<file path="src/include/rename_defs.svh">
`ifndef RENAME_DEFS_SVH
`define RENAME_DEFS_SVH

// rename register file
`define RRF_NUM 16
`define RRF_SEL 4

// architectural register file
`define ARF_NUM 32
`define ARF_SEL 5

// datapath width
`define DATA_LEN 32

`endif

</file>
<file path="src/design/rename_pkg.sv">
`include "rename_defs.svh"

package rename_pkg;

    // index of one rename entry
    typedef logic [`RRF_SEL-1:0] rrf_tag_t;

    // index of one architectural register
    typedef logic [`ARF_SEL-1:0] arf_idx_t;

    // one register value
    typedef logic [`DATA_LEN-1:0] reg_data_t;

    // entries in flight, one extra bit so that full fits
    typedef logic [`RRF_SEL:0] rrf_count_t;

endpackage

</file>
<file path="src/design/rename_ifs.sv">


// operand lookup of renamed sources
interface rrf_read_if import rename_pkg::*; ();
    rrf_tag_t  rs1_tag;
    rrf_tag_t  rs2_tag;
    reg_data_t rs1_data;
    reg_data_t rs2_data;
    logic      rs1_valid;
    logic      rs2_valid;

    modport requester (output rs1_tag, rs2_tag, input rs1_data, rs2_data, rs1_valid, rs2_valid);
    modport responder (input rs1_tag, rs2_tag, output rs1_data, rs2_data, rs1_valid, rs2_valid);
endinterface

</file>
<file path="src/design/arf_table.sv">
`include "rename_defs.svh"

module arf_table import rename_pkg::*; (
    input  logic      clk_i,
    input  logic      reset_i,
    input  arf_idx_t  rs1_idx_i,
    input  arf_idx_t  rs2_idx_i,
    rrf_read_if.requester rd,
    output reg_data_t rs1_data_o,
    output reg_data_t rs2_data_o,
    output logic      rs1_ready_o,
    output logic      rs2_ready_o,
    input  logic      rename_en_i,
    input  arf_idx_t  rename_dst_i,
    input  rrf_tag_t  rename_tag_i,
    input  logic      commit_en_i,
    input  arf_idx_t  commit_dst_i,
    input  rrf_tag_t  commit_tag_i,
    input  reg_data_t commit_data_i
);

    reg_data_t           arf_data [`ARF_NUM];
    logic [`ARF_NUM-1:0] busy;
    rrf_tag_t            tag_mem  [`ARF_NUM];

    logic rs1_busy;
    logic rs2_busy;

    assign rs1_busy = busy[rs1_idx_i];
    assign rs2_busy = busy[rs2_idx_i];

    // renamed sources are looked up in the RRF
    assign rd.rs1_tag = tag_mem[rs1_idx_i];
    assign rd.rs2_tag = tag_mem[rs2_idx_i];

    assign rs1_data_o  = rs1_busy ? rd.rs1_data : arf_data[rs1_idx_i];
    assign rs2_data_o  = rs2_busy ? rd.rs2_data : arf_data[rs2_idx_i];
    assign rs1_ready_o = rs1_busy ? rd.rs1_valid : 1'b1;
    assign rs2_ready_o = rs2_busy ? rd.rs2_valid : 1'b1;

    // architectural state and busy bits
    always_ff @(posedge clk_i) begin
        if (reset_i) begin
            busy <= '0;
            for (int i = 0; i < `ARF_NUM; i++) begin
                arf_data[i] <= '0;
            end
        end else begin
            if (commit_en_i) begin
                arf_data[commit_dst_i] <= commit_data_i;
                // a younger rename keeps the register busy
                if (tag_mem[commit_dst_i] == commit_tag_i) begin
                    busy[commit_dst_i] <= 1'b0;
                end
            end
            // last assignment wins, so a new mapping overrides the commit clear
            if (rename_en_i) begin
                busy[rename_dst_i] <= 1'b1;
            end
        end
    end

    always_ff @(posedge clk_i) begin
        if (rename_en_i) begin
            tag_mem[rename_dst_i] <= rename_tag_i;
        end
    end

    // a retiring entry must still own or have owned a busy mapping
    a_commit_to_busy: assert property (
        @(posedge clk_i) disable iff (reset_i) commit_en_i |-> busy[commit_dst_i]
    ) else $error("arf_table: commit to a register that is not renamed");

endmodule

</file>
<file path="src/flat_wrapper.sv">
// flat-port wrapper written by rule: the top's interface ports become plain ports
module arf_table_flat import rename_pkg::*;
  (clk_i, reset_i, rs1_idx_i, rs2_idx_i, rs1_data_o, rs2_data_o, rs1_ready_o, rs2_ready_o, rename_en_i, rename_dst_i, rename_tag_i, commit_en_i, commit_dst_i, commit_tag_i, commit_data_i, rd_rs1_tag, rd_rs2_tag, rd_rs1_data, rd_rs2_data, rd_rs1_valid, rd_rs2_valid);
  rrf_read_if rd_i ();
  input  logic clk_i;
  input  logic reset_i;
  input  arf_idx_t rs1_idx_i;
  input  arf_idx_t rs2_idx_i;
  output reg_data_t rs1_data_o;
  output reg_data_t rs2_data_o;
  output logic rs1_ready_o;
  output logic rs2_ready_o;
  input  logic rename_en_i;
  input  arf_idx_t rename_dst_i;
  input  rrf_tag_t rename_tag_i;
  input  logic commit_en_i;
  input  arf_idx_t commit_dst_i;
  input  rrf_tag_t commit_tag_i;
  input  reg_data_t commit_data_i;
  output wire logic [$bits(rd_i.rs1_tag)-1:0] rd_rs1_tag;
  output wire logic [$bits(rd_i.rs2_tag)-1:0] rd_rs2_tag;
  input wire logic [$bits(rd_i.rs1_data)-1:0] rd_rs1_data;
  input wire logic [$bits(rd_i.rs2_data)-1:0] rd_rs2_data;
  input wire logic [$bits(rd_i.rs1_valid)-1:0] rd_rs1_valid;
  input wire logic [$bits(rd_i.rs2_valid)-1:0] rd_rs2_valid;
  assign rd_rs1_tag = rd_i.rs1_tag;
  assign rd_rs2_tag = rd_i.rs2_tag;
  assign rd_i.rs1_data = rd_rs1_data;
  assign rd_i.rs2_data = rd_rs2_data;
  assign rd_i.rs1_valid = rd_rs1_valid;
  assign rd_i.rs2_valid = rd_rs2_valid;
  arf_table u_core (.clk_i(clk_i), .reset_i(reset_i), .rs1_idx_i(rs1_idx_i), .rs2_idx_i(rs2_idx_i), .rd(rd_i), .rs1_data_o(rs1_data_o), .rs2_data_o(rs2_data_o), .rs1_ready_o(rs1_ready_o), .rs2_ready_o(rs2_ready_o), .rename_en_i(rename_en_i), .rename_dst_i(rename_dst_i), .rename_tag_i(rename_tag_i), .commit_en_i(commit_en_i), .commit_dst_i(commit_dst_i), .commit_tag_i(commit_tag_i), .commit_data_i(commit_data_i));
endmodule
</file>
<file path="config.mk">
export PLATFORM = sky130hd
export DESIGN_NAME = arf_table_flat
export DESIGN_NICKNAME = d
export VERILOG_FILES = /design/src/design/rename_pkg.sv /design/src/design/rename_ifs.sv /design/src/design/arf_table.sv /design/src/flat_wrapper.sv
export VERILOG_INCLUDE_DIRS = /design/src /design/src/include
export SDC_FILE = /design/constraint.sdc
export NUM_CORES = 2
export LEC_CHECK = 0
export CAP_MARGIN = 0
export CORE_ASPECT_RATIO = 1.1
export CORE_UTILIZATION = 40
export DETAILED_ROUTE_END_ITERATION = 6
export DONT_BUFFER_PORTS = 1
export PLACE_DENSITY = 0.58
export SYNTH_ARGS = -nofsm -noshare
export SYNTH_HDL_FRONTEND = slang
export SYNTH_SLANG_ARGS = --single-unit
</file>
<file path="constraint.sdc">
create_clock -name clk_i -period 4.66 [get_ports clk_i]
set_input_delay 0.932 -clock clk_i [delete_from_list [all_inputs] [get_ports clk_i]]
set_output_delay 0.932 -clock clk_i [all_outputs]
set_load 0.05 [all_outputs]
</file>
==> results by group <==
Timing
  • Slew Limit Fails: 0
  • Final Skew: 0.0103 ns
  • Fin crit share: 1.01
  • Slew HR: 0.0722
  • Worst Tran Pin Value: 1.39 ns
  • Fmax: 213 MHz
  • Setup ws final: -0.0253 ns
  • RSZ-0062 raised after global routing: false
  • Final hold viol count: 0
  • Final worst path period need: 4.69 ns
  • Final setup vio count: 1
  • TNS Setup: -0.0253 ns

Status
  • Failing checks: design-rule violations, negative setup slack
  • Status: finished, violations left

Floorplan
  • Starting Density: 0.403
  • Io pins: 204
  • Floorplan row count: between 150 and 200
  • Die area: 0.161 mm2
  • Chip width: between 300 and 400 um
  • Die Y: 421 um
  • CORE AREA: 0.158 mm2

Worst setup path
  • Reg2Reg Depth: 7
  • Worst path slowest cell: mux4_2
  • CP most frequent cell: mux4_2
  • Kind of critical path: input pin to output pin
  • Crit-path max cell delay: 0.90 ns
  • WP data required: about 3.7 ns
  • CP bufs+invs: 1
  • CP Launch Type: input pin
  • Worst path top cell family by delay: multiplexers
  • Arrival @ worst endpoint: 3.75 ns
  • CP Capture Type: output pin
  • Largest fanout on the critical path: ~300
  • Cell count along the critical path: 5
  • Critical path, cell by cell: mux4_2, mux4_2, mux2i_1, a21oi_1, buf_4

Final layout
  • Area grow syn2layout: 11.4%
  • Share of cells above drive strength 1: 0.298
  • Design area: 0.0711 mm2
  • Layout net count: slightly below 4000

Detailed routing
  • Via count: approximately 38000
  • Final ANT Viol Nets: 0
  • Post-Route WL: about 210 mm
  • Starting DRT DRC Count: 4509
  • First-pass detailed-route iteration total: 7
  • DRC viols: 40
  • Drt wl/cell: 35.5 um
  • Vias/cell: around 6.3

Pwr
  • Power Dens Cells: 363 mW/mm2
  • Leakage: 23.5 nW
  • Tot Pwr: 25.8 mW
  • Max IR drop VDD: 0.000211 V

Synth
  • Mapped Area: approximately 0.064 mm2
  • Largest family of logic cells by synthesized area: multiplexers
  • XOR/XNOR Fraction of Synth Area: 0
  • #FFs+latches synth: 1184
  • Syn Nets: 4070
  • Synth unique cells: 35
  • Multiplexer share of the synthesized area: 0.283
  • Post-Synth Simple-Gate Area: 0.121
  • Syn_area_per_cell: 16.2 um2
  • Compound-cell area share of the yosys netlist: 0.0160
  • Synth Area in Adders: 0
  • Register area share after synthesis: 0.552
  • Synthesis Warnings: 0
  • Cell count after synthesis: roughly 3900

GRT
  • Gr ovfl total: 0
  • Largest net degree at the start of global routing: 297
  • Initial antenna violation count: 12
  • First-pass GRT wire length: 296 mm
  • Total GRT Usage: 0.265
  • Vias in the first global route: 37700

Clock network
  • # H-tree levels: 4
  • PostCTS Resize Cnt: 0
  • CTS Sinks: 1184
  • CTS tree: built
  • Hold-fix buffer count after cts: 0
  • Buffer levels on the longest clock path: 3
  • Total CTS buffers: between 100 and 150
  • Skew-Pair Late Insertion Delay: between 0.7 and 0.8 ns
  • Post-CTS setup buffers: 0
  • Root buf cell: clkbuf_16
  • Worst-path clk slew: 0.06 ns

Placement
  • Dpl cell area: ~0.067 mm2
  • I/O Buffers: 0
  • Detailed Place HPWL: 116 mm
  • GPL Wtd Cong: 0.802

Min path
  • Hold crit path type: input pin to register
  • WHS Path Cells: 1

Flow run
  • Maxcap violations: 0
cells by family after synthesis:
group / after synthesis
AND/OR/NAND/NOR: 1301
flip-flops: 1184
multiplexers: 878
buffers and inverters: 420
AO/OA/AOI/OAI: 157
worst paths after layout:
path | startpoint | endpoint | slack, ns
setup reg to reg | u_core.tag_mem[23][1]$_DFFE_PP_ | u_core.busy[25]$_SDFF_PP0_ | 1.94
hold reg to reg | u_core.busy[22]$_SDFF_PP0_ | u_core.busy[22]$_SDFF_PP0_ | 0.51
setup / recovery | rs1_idx_i[0] | rs1_data_o[20] | -0.03
hold / removal | reset_i | u_core.busy[21]$_SDFF_PP0_ | 0.24
sequential cells by signal, summed over array words and instances (netlist names):
register / count
u_core.busy: 32
u_core.arf_data: 1024
u_core.tag_mem: 128
metrics by stage:
stage	hold WS, ns	util	setup WS [ns]	cells
finish	0.242	0.449	-0.0253	6019
global route	0.212	0.449	0.0389	6014
CTS	0.196	0.449	0.439	6014
detailed placement	0.507	0.423	0.560	5776
global placement	0.499	0.423	0.469	5776
floorplan	0.483	-	0.0681	3940
metal layers:
metal	routed length [um]	share of wire	track usage	vias to the layer above
li1	-	-	-	15300
met1	81200	0.38	0.335	20200
met2	108000	0.51	0.455	1830
met3	16000	0.075	0.0453	409
met4	8650	0.040	0.105	0
met5	0	0	0	-
layout make-up:
cell class	instances	area, um2
diodes	5	12.5
clock buffers	173	3540
clock inverters	65	638
fillers	13700	87100
well taps	2092	2620
multi-input cells	2336	27400
repair buffers	164	1660
flip-flops and latches	1184	35200
layout by cell type (no fill, tap or decap), drive strengths merged:
| master | count |
|---|---|
| dfxtp | 32 |
| mux2i | 130 |
| or2 | 9 |
| nand3 | 7 |
| a311oi | 32 |
| o21ai | 2 |
| mux2 | 8 |
| nand4bb | 6 |
| nor2b | 2 |
| nand2b | 12 |
| o22ai | 32 |
| clkinv | 45 |
| or3b | 2 |
| nor2 | 174 |
| nand4 | 1 |
| a22oi | 2 |
| or3 | 10 |
| o31ai | 2 |
| mux4 | 740 |
| diode | 5 |
| and2 | 1024 |
| or4 | 9 |
| nand3b | 8 |
| nand4b | 4 |
| inv | 6 |
| clkbuf | 173 |
| or4b | 4 |
| edfxtp | 1152 |
| o21bai | 23 |
| bufinv | 10 |
| nor3 | 23 |
| a21oi | 64 |
| buf | 164 |
| clkinvlp | 4 |
| nand2 | 6 |
power breakdown:
part | internal, mW | switching, mW
sequential | 12.2 | 0.251
combinational | 1.48 | 1.50
clock | 5.93 | 4.43
cells in the mapped netlist (all sizes together):
cell type / count / area (um2)
edfxtp: 1152 / 34600
and2: 1024 / 6410
mux4: 740 / 16700
clkbuf: 313 / 1170
nor2: 174 / 653
mux2i: 130 / 1300
buf: 107 / 559
a21oi: 64 / 320
a311oi: 32 / 280
dfxtp: 32 / 641
o22ai: 32 / 200
nor3: 23 / 115
o21bai: 23 / 173
nand2b: 12 / 75.1
or3: 10 / 62.6
or2: 9 / 56.3
or4: 9 / 67.6
mux2: 8 / 90.1
nand3b: 8 / 60.1
nand3: 7 / 35.0
nand2: 6 / 22.5
nand4bb: 6 / 67.6
nand4b: 4 / 35.0
or4b: 4 / 40.0
a22oi: 2 / 25.0
nor2b: 2 / 12.5
o21ai: 2 / 10.0
o31ai: 2 / 15.0
or3b: 2 / 17.5
nand4: 1 / 6.26
No activity file was read; power rests on OpenSTA's default activity.
