[config.mk]
export PLATFORM = sky130hd
export DESIGN_NAME = rrf_alloc
export DESIGN_NICKNAME = d
export VERILOG_FILES = /design/src/design/rename_pkg.sv /design/src/design/rrf_alloc.sv
export VERILOG_INCLUDE_DIRS = /design/src /design/src/include
export SDC_FILE = /design/constraint.sdc
export NUM_CORES = 1
export LEC_CHECK = 0
export ABC_AREA = 0
export BUFFER_PORTS_ARGS = -buffer_cell sky130_fd_sc_hd__buf_4
export CORE_MARGIN = 3
export CORE_UTILIZATION = 31
export CTS_CLUSTER_SIZE = 20
export DETAILED_ROUTE_END_ITERATION = 6
export SYNTH_ARGS = -nofsm -noshare
export SYNTH_HDL_FRONTEND = slang
export SYNTH_SLANG_ARGS = --single-unit
[constraint.sdc]
create_clock -name clk_i -period 6.2 [get_ports clk_i]
set_input_delay 1.24 -clock clk_i [delete_from_list [all_inputs] [get_ports clk_i]]
set_output_delay 1.24 -clock clk_i [all_outputs]
set_load 0.02 [all_outputs]
[src/include/rename_defs.svh]
`ifndef RENAME_DEFS_SVH
`define RENAME_DEFS_SVH

// rename register file
`define RRF_NUM 16
`define RRF_SEL 4

// architectural register file
`define ARF_NUM 32
`define ARF_SEL 5

// datapath width
`define DATA_LEN 32

`endif

[src/design/rename_pkg.sv]
`include "rename_defs.svh"

package rename_pkg;

    // index of one rename entry
    typedef logic [`RRF_SEL-1:0] rrf_tag_t;

    // index of one architectural register
    typedef logic [`ARF_SEL-1:0] arf_idx_t;

    // one register value
    typedef logic [`DATA_LEN-1:0] reg_data_t;

    // entries in flight, one extra bit so that full fits
    typedef logic [`RRF_SEL:0] rrf_count_t;

endpackage

[src/design/rrf_alloc.sv]
`include "rename_defs.svh"

module rrf_alloc import rename_pkg::*; (
    input  logic     clk_i,
    input  logic     reset_i,
    input  logic     dispatch_en_i,
    input  arf_idx_t dispatch_dst_i,
    input  logic     commit_en_i,
    input  logic     entry_valid_i,
    output rrf_tag_t alloc_tag_o,
    output rrf_tag_t retire_tag_o,
    output arf_idx_t retire_dst_o,
    output logic     full_o,
    output logic     commit_ready_o
);

    rrf_tag_t   head;
    rrf_tag_t   tail;
    rrf_count_t count;
    logic       empty;

    // destination register of every entry in flight
    arf_idx_t dst_mem [`RRF_NUM];

    assign full_o  = (count == rrf_count_t'(`RRF_NUM));
    assign empty   = (count == '0);

    assign alloc_tag_o    = head;
    assign retire_tag_o   = tail;
    assign retire_dst_o   = dst_mem[tail];
    assign commit_ready_o = !empty && entry_valid_i;

    // pointers wrap on their own since RRF_NUM is a power of two
    always_ff @(posedge clk_i) begin
        if (reset_i) begin
            head  <= '0;
            tail  <= '0;
            count <= '0;
        end else begin
            if (dispatch_en_i) begin
                head <= head + 1'b1;
            end
            if (commit_en_i) begin
                tail <= tail + 1'b1;
            end
            case ({dispatch_en_i, commit_en_i})
                2'b10:   count <= count + 1'b1;
                2'b01:   count <= count - 1'b1;
                default: count <= count;
            endcase
        end
    end

    always_ff @(posedge clk_i) begin
        if (dispatch_en_i) begin
            dst_mem[head] <= dispatch_dst_i;
        end
    end

    // producer must honour full_o
    a_no_dispatch_when_full: assert property (
        @(posedge clk_i) disable iff (reset_i) dispatch_en_i |-> !full_o
    ) else $error("rrf_alloc: dispatch while full");

    // commit only once the oldest result has been written back
    a_no_commit_when_not_ready: assert property (
        @(posedge clk_i) disable iff (reset_i) commit_en_i |-> commit_ready_o
    ) else $error("rrf_alloc: commit while not ready");

endmodule

==> results of run 1 <==
[sequential cells by signal, indices dropped and copies added, names as in the netlist, named ones only]
signal,flops
retire_tag_o,4
dst_mem,80
alloc_tag_o,4
count,5
[cell type report]
| cell class | count | area share, % |
|---|---|---|
| inverters | 5 | 0.402 |
| well taps | 168 | 4.50 |
| clock buffers | 12 | 5.98 |
| repair buffers | 25 | 4.02 |
| flip-flops and latches | 97 | 58.8 |
| multi-input cells | 127 | 25.7 |
| clock inverters | 4 | 0.617 |
[worst min-delay path, cell delays in order, from the launching register on]
cell	delay, ns
dfxtp_1	0.32
nand2_1	0.07
o221ai_1	0.10
[report_power, final]
group,internal (mW),switching (mW)
Combinational,0.0716,0.0802
Clock,0.324,0.236
Sequential,0.722,0.0201
Total,1.12,0.336
[cell families (layout without fill, tap and decap cells)]
family	count (synthesis)	in the layout	share of synthesized area (%)
DFF	97	97	68.2
and+or+nand+nor	67	67	9.52
muxes	23	23	11.9
AOI/OAI and AO/OA	19	19	3.61
buffers and inverters	14	46	1.99
adders and majority gates	9	9	2.80
xor gates and xnor gates	9	9	1.96
[metal layers]
| metal | global-route usage (%) | wire length [µm] | part of all wire, % | vias up |
|---|---|---|---|---|
| li1 | - | - | - | 984 |
| met4 | 3.44 | 55 | 0.74 | 0 |
| met5 | 0 | 0 | 0 | - |
| met2 | 16.2 | 3370 | 45 | 41 |
| met3 | 3.11 | 342 | 4.6 | 6 |
| met1 | 16.1 | 3680 | 49 | 1070 |
[per-stage QoR]
stage	hold WS [ns]	setup slack [ns]	instance area (µm²)	total power, mW	util (%)
6_report	0.547	2.70	4670	1.45	37.8
5_1_grt	0.588	2.57	4670	1.51	37.8
4_1_cts	0.555	2.64	4670	1.47	37.8
3_5_place_dp	0.544	2.99	4360	0.910	35.3
3_3_place_gp	0.525	3.01	4360	0.907	35.3
2_1_floorplan	0.508	3.04	4020	0.856	-
[Yosys cell counts, drive strengths merged]
| cell type | count |
|---|---|
| edfxtp | 80 |
| mux4 | 20 |
| and2 | 17 |
| dfxtp | 17 |
| nor2 | 15 |
| nand2 | 12 |
| a22oi | 10 |
| ha | 9 |
| xor2 | 6 |
| clkbuf | 5 |
| inv | 5 |
| buf | 4 |
| mux2i | 3 |
| nand4 | 3 |
| nor3 | 3 |
| nor3b | 3 |
| xnor2 | 3 |
| a21oi | 2 |
| a221oi | 2 |
| nand3 | 2 |
| nor2b | 2 |
| o21ai | 2 |
| or4 | 2 |
| and3 | 1 |
| nand4b | 1 |
| nor4b | 1 |
| o21a | 1 |
| o221ai | 1 |
| o22ai | 1 |
| or2b | 1 |
| or3 | 1 |
| or3b | 1 |
| or4b | 1 |
| or4bb | 1 |
[cell usage in the layout (no fill, tap or decap), drive strengths merged, types with 2 or more instances in the layout]
master  instances
nand4           3
or4             2
xnor2           3
nor2b           2
nand2          12
edfxtp         80
nor2           15
xor2            6
nor3b           3
a221oi          2
inv             8
o21ai           2
ha              9
dfxtp          17
nor3            3
clkbuf         12
mux4           20
nand3           2
buf            25
mux2i           3
and2           17
a22oi          10
a21oi           2
[path summary, 6_finish.rpt]
check / slack, ns / depth (start not counted) / to / from
worst max-delay path: 2.70 / 4 / retire_dst_o[2] / flop
worst min-delay path: 0.55 / 2 / count[3] / count[3]
worst max register to register: 4.44 / 6 / count[4] / count[1]
worst min register to register: 0.55 / 2 / count[3] / count[3]
==> summary.txt, run 1 <==
Global routing
  • Vias in the first global route: 2,149
  • First-pass GRT wire length: 11.8 mm
  • Initial antenna violation count: 0
  • Largest net degree at the start of global routing: 21
  • GRT Total Usage: 11.1%
  • Gr ovfl total: 0

CTS
  • Clk_lat worst skew: 0.34 ns
  • CTS buffer count: 9
  • Clock transition at the registers of the reported paths: 0.07 ns
  • Num Clock Sinks: 97
  • Hold Buf Count CTS: 0
  • CTS tree: yes
  • Root buffer selected by CTS: clkbuf_16
  • Post-CTS sizing: 0
  • Clock tree buffer depth: 2
  • Post-CTS setup buffer count: 0
  • Htree depth: 3

Yosys
  • Post-synthesis sequential area ratio: 68.2%
  • Yosys top cell area share: 59.7%
  • Cells after synthesis: 238
  • Syn_area_per_cell: 16.9 µm²
  • Mapped Nets: 257
  • Synth top area cells: edfxtp_1 (60%), mux4_2 (11%), dfxtp_1 (8.5%)
  • Synth warnings: 0
  • Synth Register Bits: 97
  • Unique cell type count in the Yosys netlist: 40
  • Post-synth top area cell: edfxtp_1
  • Post-Syn Area: 4020 µm²

Finish
  • Non-Filler Instances: 438
  • FF+latch area: 2740 µm²
  • Filler instances: 1,170
  • Multi-input gate area: 1200 µm²
  • Final #Nets: 284
  • N_diodes: 0
  • Share of layout cells above drive strength 1: 24.4%
  • Layout area overhead: 16.0%

Worst setup path
  • Crit path required time: 4.96 ns
  • Largest fanout on the critical path: 20
  • CP arrival: between 2 and 2.5 ns
  • CP delay by family, top: flip-flops
  • Buf/Inv on CP: 1
  • Worst setup EP type: output port
  • CP Launch Type: flop
  • Worst Path Class, Setup: reg -> out
  • Worst path cell trace: mux4_2 > a22oi_1 > nand2_1 > buf_4
  • Slowest CP cell: dfxtp_1
  • Crit-path max cell delay: 0.99 ns

STA
  • Period utilization: 56.5%
  • Final hold vios: 0
  • Max transition margin: between 30 and 40%
  • RSZ-0062 raised after global routing: false
  • Setup Viol. Count Final: 0
  • Slew @ Worst Pin: 1.02 ns
  • Fin crit period: 3.50 ns
  • Setup Skew: between 0.008 and 0.009 ns
  • Setup TNS: 0 ns
  • Max Clk Rate: 0.286 GHz
  • Final Max Tran Viols: 0

Floorplanning
  • I/O Pins: 25
  • Die width: 120 µm
  • DIE HEIGHT: about 120 µm
  • Initial Util: 32.5%
  • Core ar.: 12,400 µm²
  • Die footprint: 14,400 µm²
  • Num rows: 40

Drt
  • Via count: 2,101
  • DRC: 0
  • DRT Pass-1 Iters: 4
  • Post-route ant nets: 0
  • Avg WL per Cell: 17.0 µm
  • Via density: 4.80
  • 1st-iter DRT viols: 120
  • WL final: 7.45 mm

Place
  • Buffers on Ports: 24
  • Placed Cells: 422
  • Detailed Place HPWL: 5.00 mm
  • Routability congestion estimate: 0.747

Power and ir drop
  • Leak Pwr: 1.59 nW
  • Worst VDD drop: about 0.00013 V
  • Pwr Density: between 300 and 400 nW/µm²

Run status
  • Status: completed

Worst hold path
  • Worst Hold Class: reg -> reg

Run
  • Max cap viols: 0
Power figures use the tool's default switching activity.
==> inputs of run 2 (changes only) <==
clock period = 3.3 ns   (was 6.2 ns; I/O delays follow)
==> run 2 against run 1 <==
  * Critical path depth grew 1
  * Sequential power rose by 87%
  * Via count decreased by 1.6%
  * Count of clock-buffer cells in the layout shrank 3
  * Setup slack worse by 2.2 ns
  * Register-to-register slack worse by 2.9 ns
  * Power is 86% higher
  * First-iteration DRC count grew 23%
  * Largest power group unchanged
==> summary.txt, run 2 (same netlist as run 1, synthesis figures left out) <==
Worst setup path
  • Crit path required time: 2.64 ns (-2.32 ns)
  • Worst path cell trace: buf_4 > mux4_2 > a22oi_1 > nand2_1 > buf_4
  • Worst setup EP type: output port
  • Slowest CP cell: mux4_2
  • Most frequent CP cell: buf_4
  • R2r worst-path depth: 6 (unchanged)
  • CP arrival: 2.11 ns (-0.15 ns)
  • Worst Path Class, Setup: reg -> out
  • Crit-path max cell delay: 0.59 ns (-0.40 ns)
  • CP delay by family, top: multiplexers
  • Buf/Inv on CP: 2 (+1)
  • CP Launch Type: flop
  • Largest fanout on the critical path: 20 (unchanged)
  • Crit. path cell count: 5 (+1)

STA
  • Final hold vios: 0 (unchanged)
  • Setup Skew: 0.00688 ns (-0.00116 ns)
  • Period utilization: roughly 84%
  • Final Max Tran Viols: 0 (unchanged)
  • Max transition margin: 62.7% (+30 points)
  • Setup TNS: 0 ns (unchanged)
  • Max Clk Rate: 0.361 GHz
  • Slew @ Worst Pin: 0.559 ns (-0.456 ns)
  • RSZ-0062 raised after global routing: false
  • Setup Viol. Count Final: 0 (unchanged)
  • Fin crit period: 2.77 ns

Global routing
  • Gr ovfl total: 0 (unchanged)
  • Vias in the first global route: 2,111 (-1.8%)
  • Initial antenna violation count: 0 (unchanged)
  • GRT Total Usage: 10.8% (-0.24 points)
  • Largest net degree at the start of global routing: 21 (unchanged)
  • First-pass GRT wire length: 11.7 mm (-1.5%)

Drt
  • DRC: 0 (unchanged)
  • Post-route ant nets: 0 (unchanged)
  • DRT Pass-1 Iters: 4 (unchanged)
  • 1st-iter DRT viols: 147 (+23%)
  • Avg WL per Cell: 17.0 µm (-0.15%)
  • Via count: 2,067 (-1.6%)
  • WL final: 7.46 mm (about the same)
  • Via density: 4.71 (-1.8%)

Power and ir drop
  • Worst VDD drop: 0.000227 V (+75%)
  • Pwr Total: 2.70 mW (+86%)
  • Pwr Density: 579 nW/µm² (+86%)
  • Leak Pwr: 1.59 nW (-0.10%)

Floorplanning
  • Die width: 120 µm (unchanged)
  • Initial Util: 32.5% (unchanged)
  • DIE HEIGHT: 120 µm (unchanged)
  • I/O Pins: 25 (unchanged)
  • Num rows: 40 (unchanged)
  • Core ar.: 12,400 µm² (unchanged)
  • Die footprint: 14,400 µm² (unchanged)

Finish
  • Final #Nets: 285 (+0.35%)
  • Largest registers: dst_mem (80), count (5)
  • N_diodes: 0 (unchanged)
  • Largest reg by FF count: dst_mem
  • Most common cell after layout, fill and taps aside: edfxtp_1
  • Max reg flops: 80 (unchanged)
  • Non-Filler Instances: 439 (+0.23%)
  • Share of layout cells above drive strength 1: 24.7% (+0.28 points)
  • Commonest non-fill, non-tap cells in the layout: edfxtp_1 (80), buf_4 (26), mux4_2 (20), and2_1 (17), dfxtp_1 (17)
  • Layout area overhead: 15.9%

CTS
  • Htree depth: 3 (unchanged)
  • Hold Buf Count CTS: 0 (unchanged)
  • Root buffer selected by CTS: clkbuf_16
  • Clk_lat worst skew: 0.33 ns (about the same)
  • Num Clock Sinks: 97 (unchanged)
  • Post-CTS sizing: 0 (unchanged)
  • Clock tree buffer depth: 2 (unchanged)
  • CTS buffer count: 9 (unchanged)
  • Clock transition at the registers of the reported paths: 0.07 ns (about the same)
  • CTS tree: yes
  • Post-CTS setup buffer count: 0 (unchanged)

Place
  • Detailed Place HPWL: 4.94 mm (-1.0%)
  • Placed Cells: 423 (+0.24%)
  • Buffers on Ports: 24 (unchanged)
  • Routability congestion estimate: 0.735 (-1.6%)

Run
  • Max cap viols: 0 (unchanged)

Run status
  • Status: completed

Worst hold path
  • Worst Hold Class: reg -> reg
  • Hold path depth: 2 (unchanged)
[run 2: cell types whose count changed in the layout (fill, tap and decap cells not counted), sizes merged]
| cell | delta |
|---|---|
| clkinv | +4 |
| buf | +1 |
| clkbuf | -3 |
| inv | -2 |
| bufinv | +1 |
[run 2: tightest hold or removal path, stage by stage, from the launching register on]
cell and delay (ns):
dfxtp_1 0.32, nand2_1 0.07, o221ai_1 0.10
[run 2: layer usage]
metal	track usage [%]	up-vias	wire length, µm
li1	-	986	-
met1	15.7	1034	3630
met2	16.2	41	3410
met3	2.12	6	335
met4	3.87	0	78
met5	0	-	0
[run 2: final cells by class]
| type | count | area (µm²) |
|---|---|---|
| repair buffers | 26 | 195 |
| clock inverters | 7 | 70.1 |
| inverters | 5 | 18.8 |
| clock buffers | 9 | 225 |
| fillers | 1177 | 7700 |
| multi-input cells | 127 | 1200 |
| well taps | 168 | 210 |
| flip-flops and latches | 97 | 2740 |
[run 2: through the flow]
step | cell area [µm²] | util, % | setup slack (ns) | hold slack (ns)
after CTS | 4660 | 37.7 | 0.488 | 0.553
after floorplan | 4020 | - | 0.723 | 0.508
final | 4660 | 37.7 | 0.532 | 0.546
after global routing | 4660 | 37.7 | 0.377 | 0.574
after global placement | 4370 | 35.3 | 0.755 | 0.538
after detailed placement | 4370 | 35.3 | 0.661 | 0.543
[run 2: path summary, 6_finish.rpt]
path | start | to | slack [ns]
max | flop | retire_dst_o[3] | 0.53
max reg2reg | count[1] | count[4] | 1.52
min | count[3] | count[3] | 0.55
min reg2reg | count[3] | count[3] | 0.55
[run 2: power breakdown]
part	internal, mW	total, mW	switching, mW	leakage, nW
logic	0.135	0.296	0.161	0.576
registers	1.36	1.39	0.0296	0.862
clock network	0.587	1.02	0.429	0.147
total	2.08	2.70	0.620	1.59
==> inputs of run 3 (changes only) <==
ABC_AREA = 1   (was 0)
clock period = 2.75 ns   (was 3.3 ns; I/O delays follow)
==> run 3 against run 2 <==
  * Wire length grew 14%
  * Count of clock-buffer cells in the layout stayed put
  * Synthesized cell count is 61% higher
  * Non-clock buffer count up 1
  * Critical path type unchanged
  * Largest cell class unchanged
  * Highest routed layer unchanged
==> summary.txt, run 3 <==
Run status
  • Status: completed

Place
  • Routability congestion estimate: 0.857 (+17%)
  • Buffers on Ports: 24 (unchanged)
  • Detailed Place HPWL: 5.56 mm (+13%)

STA
  • Setup TNS: 0 ns (unchanged)
  • Max Clk Rate: 0.439 GHz
  • Hold WS: 0.435 ns (-0.111 ns)
  • Max transition margin: 61.4% (-1.2 points)
  • Final hold vios: 0 (unchanged)
  • Fin crit period: around 2.3 ns
  • Setup Viol. Count Final: 0 (unchanged)
  • Slew @ Worst Pin: 0.576 ns (+0.0176 ns)
  • RSZ-0062 raised after global routing: false
  • Period utilization: 82.8%
  • Setup Skew: 0.00560 ns (-0.00128 ns)
  • Final Max Tran Viols: 0 (unchanged)

Floorplanning
  • DIE HEIGHT: 122 µm (+2.1%)
  • Die width: 122 µm (+2.1%)
  • Num rows: 41 (+2.5%)
  • I/O Pins: 25 (unchanged)
  • Initial Util: 32.5% (about the same)
  • Die footprint: 15,000 µm² (+4.3%)
  • Core ar.: 12,900 µm² (+4.6%)

Yosys
  • Post-synth top flop: edfxtp_1
  • Synth warnings: 0 (unchanged)
  • Yosys top cell area share: 57.2% (-2.6 points)
  • Synth top area cells: edfxtp_1 (57%), dfxtp_1 (8.1%), inv_1 (5.4%)
  • Post-synth top area cell: edfxtp_1
  • Unique cell type count in the Yosys netlist: 23 (-43%)
  • Post-Syn Area: 4200 µm² (+4.5%)
  • Most numerous cell in the Yosys netlist: edfxtp_1
  • Post-synthesis sequential area ratio: 65.3% (-2.9 points)
  • Syn_area_per_cell: 10.9 µm² (-35%)
  • Number of synthesized flops with an enable pin: 80 (unchanged)
  • Mapped Nets: 403 (+57%)
  • Synth Register Bits: 97 (unchanged)
  • Cells after synthesis: 384 (+61%)
  • Asr flop ratio synth: 0% (unchanged)
  • Commonest cells in the netlist: edfxtp_1 (80), inv_1 (61), nand2_1 (49)

CTS
  • Post-CTS sizing: 0 (unchanged)
  • Clock tree buffer depth: 2 (unchanged)
  • CTS buffer count: 9 (unchanged)
  • Hold Buf Count CTS: 0 (unchanged)
  • Post-CTS setup buffer count: 0 (unchanged)
  • Num Clock Sinks: 97 (unchanged)
  • Root buffer selected by CTS: clkbuf_16
  • Clock transition at the registers of the reported paths: 0.07 ns (about the same)
  • Clk_lat worst skew: 0.34 ns (about the same)
  • CTS tree: yes
  • Htree depth: 3 (unchanged)

Global routing
  • Initial antenna violation count: 0 (unchanged)
  • First-pass GRT wire length: 13.7 mm (+18%)
  • Largest net degree at the start of global routing: 81 (+290%)
  • Gr ovfl total: 0 (unchanged)
  • GRT Total Usage: 12.1% (+1.3 points)
  • Vias in the first global route: 2,635 (+25%)

Power and ir drop
  • Leak Pwr: 1.81 nW (+14%)
  • Worst VDD drop: 0.000388 V (+71%)
  • Pwr Density: 646 nW/µm² (+12%)

Drt
  • DRT Pass-1 Iters: 4 (unchanged)
  • Avg WL per Cell: 14.6 µm (-14%)
  • Via count: 2,677 (+30%)
  • 1st-iter DRT viols: 196 (+33%)
  • Via density: 4.58 (-2.8%)
  • DRC: 0 (unchanged)
  • Post-route ant nets: 0 (unchanged)
  • WL final: 8.53 mm (+14%)

Finish
  • Largest reg by FF count: dst_mem
  • FF+latch area: 2740 µm² (about the same)
  • Multi-input gate area: 1110 µm² (-7.7%)
  • N_diodes: 0 (unchanged)
  • Max reg flops: 80 (unchanged)
  • Final #Nets: 427 (+50%)
  • Largest registers: dst_mem (80), count (5)
  • Layout area overhead: 14.0%
  • Most common cell after layout, fill and taps aside: edfxtp_1
  • Filler instances: 1,282 (+8.9%)
  • Share of layout cells above drive strength 1: 10.9% (-14 points)
  • Commonest non-fill, non-tap cells in the layout: edfxtp_1 (80), inv_1 (61), nand2_1 (49), nand3_1 (36), a21oi_1 (31)

Worst hold path
  • Hold path depth: 2 (unchanged)
  • Worst Hold Class: in -> reg
  • HP Start: dispatch_en_i
  • Hold EP: alloc_tag_o[0]

Worst setup path
  • Buf/Inv on CP: 2 (unchanged)
  • CP Launch Type: flop
  • R2r worst-path depth: 3 (-3)
  • Worst Path Class, Setup: reg -> out
  • Reg2reg setup slack: 1.07 ns (-0.45 ns)
  • Largest fanout on the critical path: 40 (+100%)
  • Slowest CP cell: buf_4
  • Worst path cell trace: buf_4 > o211ai_1 > nand3_1 > nand3_1 > nand2_1 > buf_4
  • CP delay by family, top: buffers and inverters
  • Reg2reg end: dst_mem[3][3]
  • CP arrival: 1.73 ns (-0.38 ns)
  • Critical R2R Launch: alloc_tag_o[0]
  • Crit-path max cell delay: 0.38 ns (-0.21 ns)
  • Worst setup EP type: output port
  • Crit path required time: 2.20 ns (-0.44 ns)

Run
  • Max cap viols: 0 (unchanged)
## run 3: changes by cell type in the layout (fill, tap and decap cells not counted), sizes merged, moves of 10 or more
cell,change
o21ai,+27
nand3,+34
o211ai,+20
a22oi,-10
and2,-17
a21oi,+29
mux4,-20
nor2,+14
nand2,+37
inv,+57
## run 3: through the flow
step	util (%)	cells	instance area [µm²]	power, mW	setup WS [ns]
2_1_floorplan	-	384	4200	1.88	0.982
3_3_place_gp	34.9	569	4520	1.98	0.742
4_1_cts	37.0	585	4790	3.12	0.455
5_1_grt	37.0	585	4790	3.22	0.383
6_report	37.0	585	4790	3.09	0.473
3_5_place_dp	34.9	569	4520	1.99	0.686
## run 3: layer usage
metal	share of wire, %	vias up	global-route usage, %
met2	50	40	20.6
met5	0	-	0
met4	1.1	0	3.78
li1	-	1367	-
met1	45	1264	14.9
met3	3.8	6	3.55
## run 3: worst max path at each step
stage	from	to	slack (ns)	depth (start not counted)
finish	flop	retire_dst_o[3]	0.47	6
global route	flop	retire_dst_o[1]	0.38	6
CTS	flop	retire_dst_o[3]	0.46	6
detailed placement	dispatch_en_i	count[2]	0.69	12
global placement	dispatch_en_i	count[2]	0.74	12
floorplan	dispatch_en_i	count[2]	0.98	11
## run 3: cells by family (layout without fill, tap and decap cells)
logic type / Yosys count / count (layout) / share of synthesized area [%]
buffers and inverters: 77 / 106 / 8.40
AOI/OAI and AO/OA: 82 / 82 / 11.1
and+or+nand+nor: 116 / 116 / 12.0
adders and majority gates: 9 / 9 / 2.68
xor gates and xnor gates: 3 / 3 / 0.625
DFF: 97 / 97 / 65.3
## run 3: power breakdown
part	switching, mW	leakage (nW)	internal [mW]
clock	0.529	0.131	0.611
combinational	0.203	0.820	0.109
sequential	0.0212	0.863	1.62
## run 3: worst reg2reg max path: cells and delay by family, from the launching register on
family        cells  cell delay (ns)
simple gates      2             0.73
fa+ha+maj         1             0.17
flops             1             0.41
## run 3: layout make-up
cell class,count,area share [%]
well taps,172,4.49
repair buffers,27,4.49
flip-flops and latches,97,57.3
clock buffers,9,4.70
clock inverters,7,0.967
inverters,63,4.94
multi-input cells,210,23.1
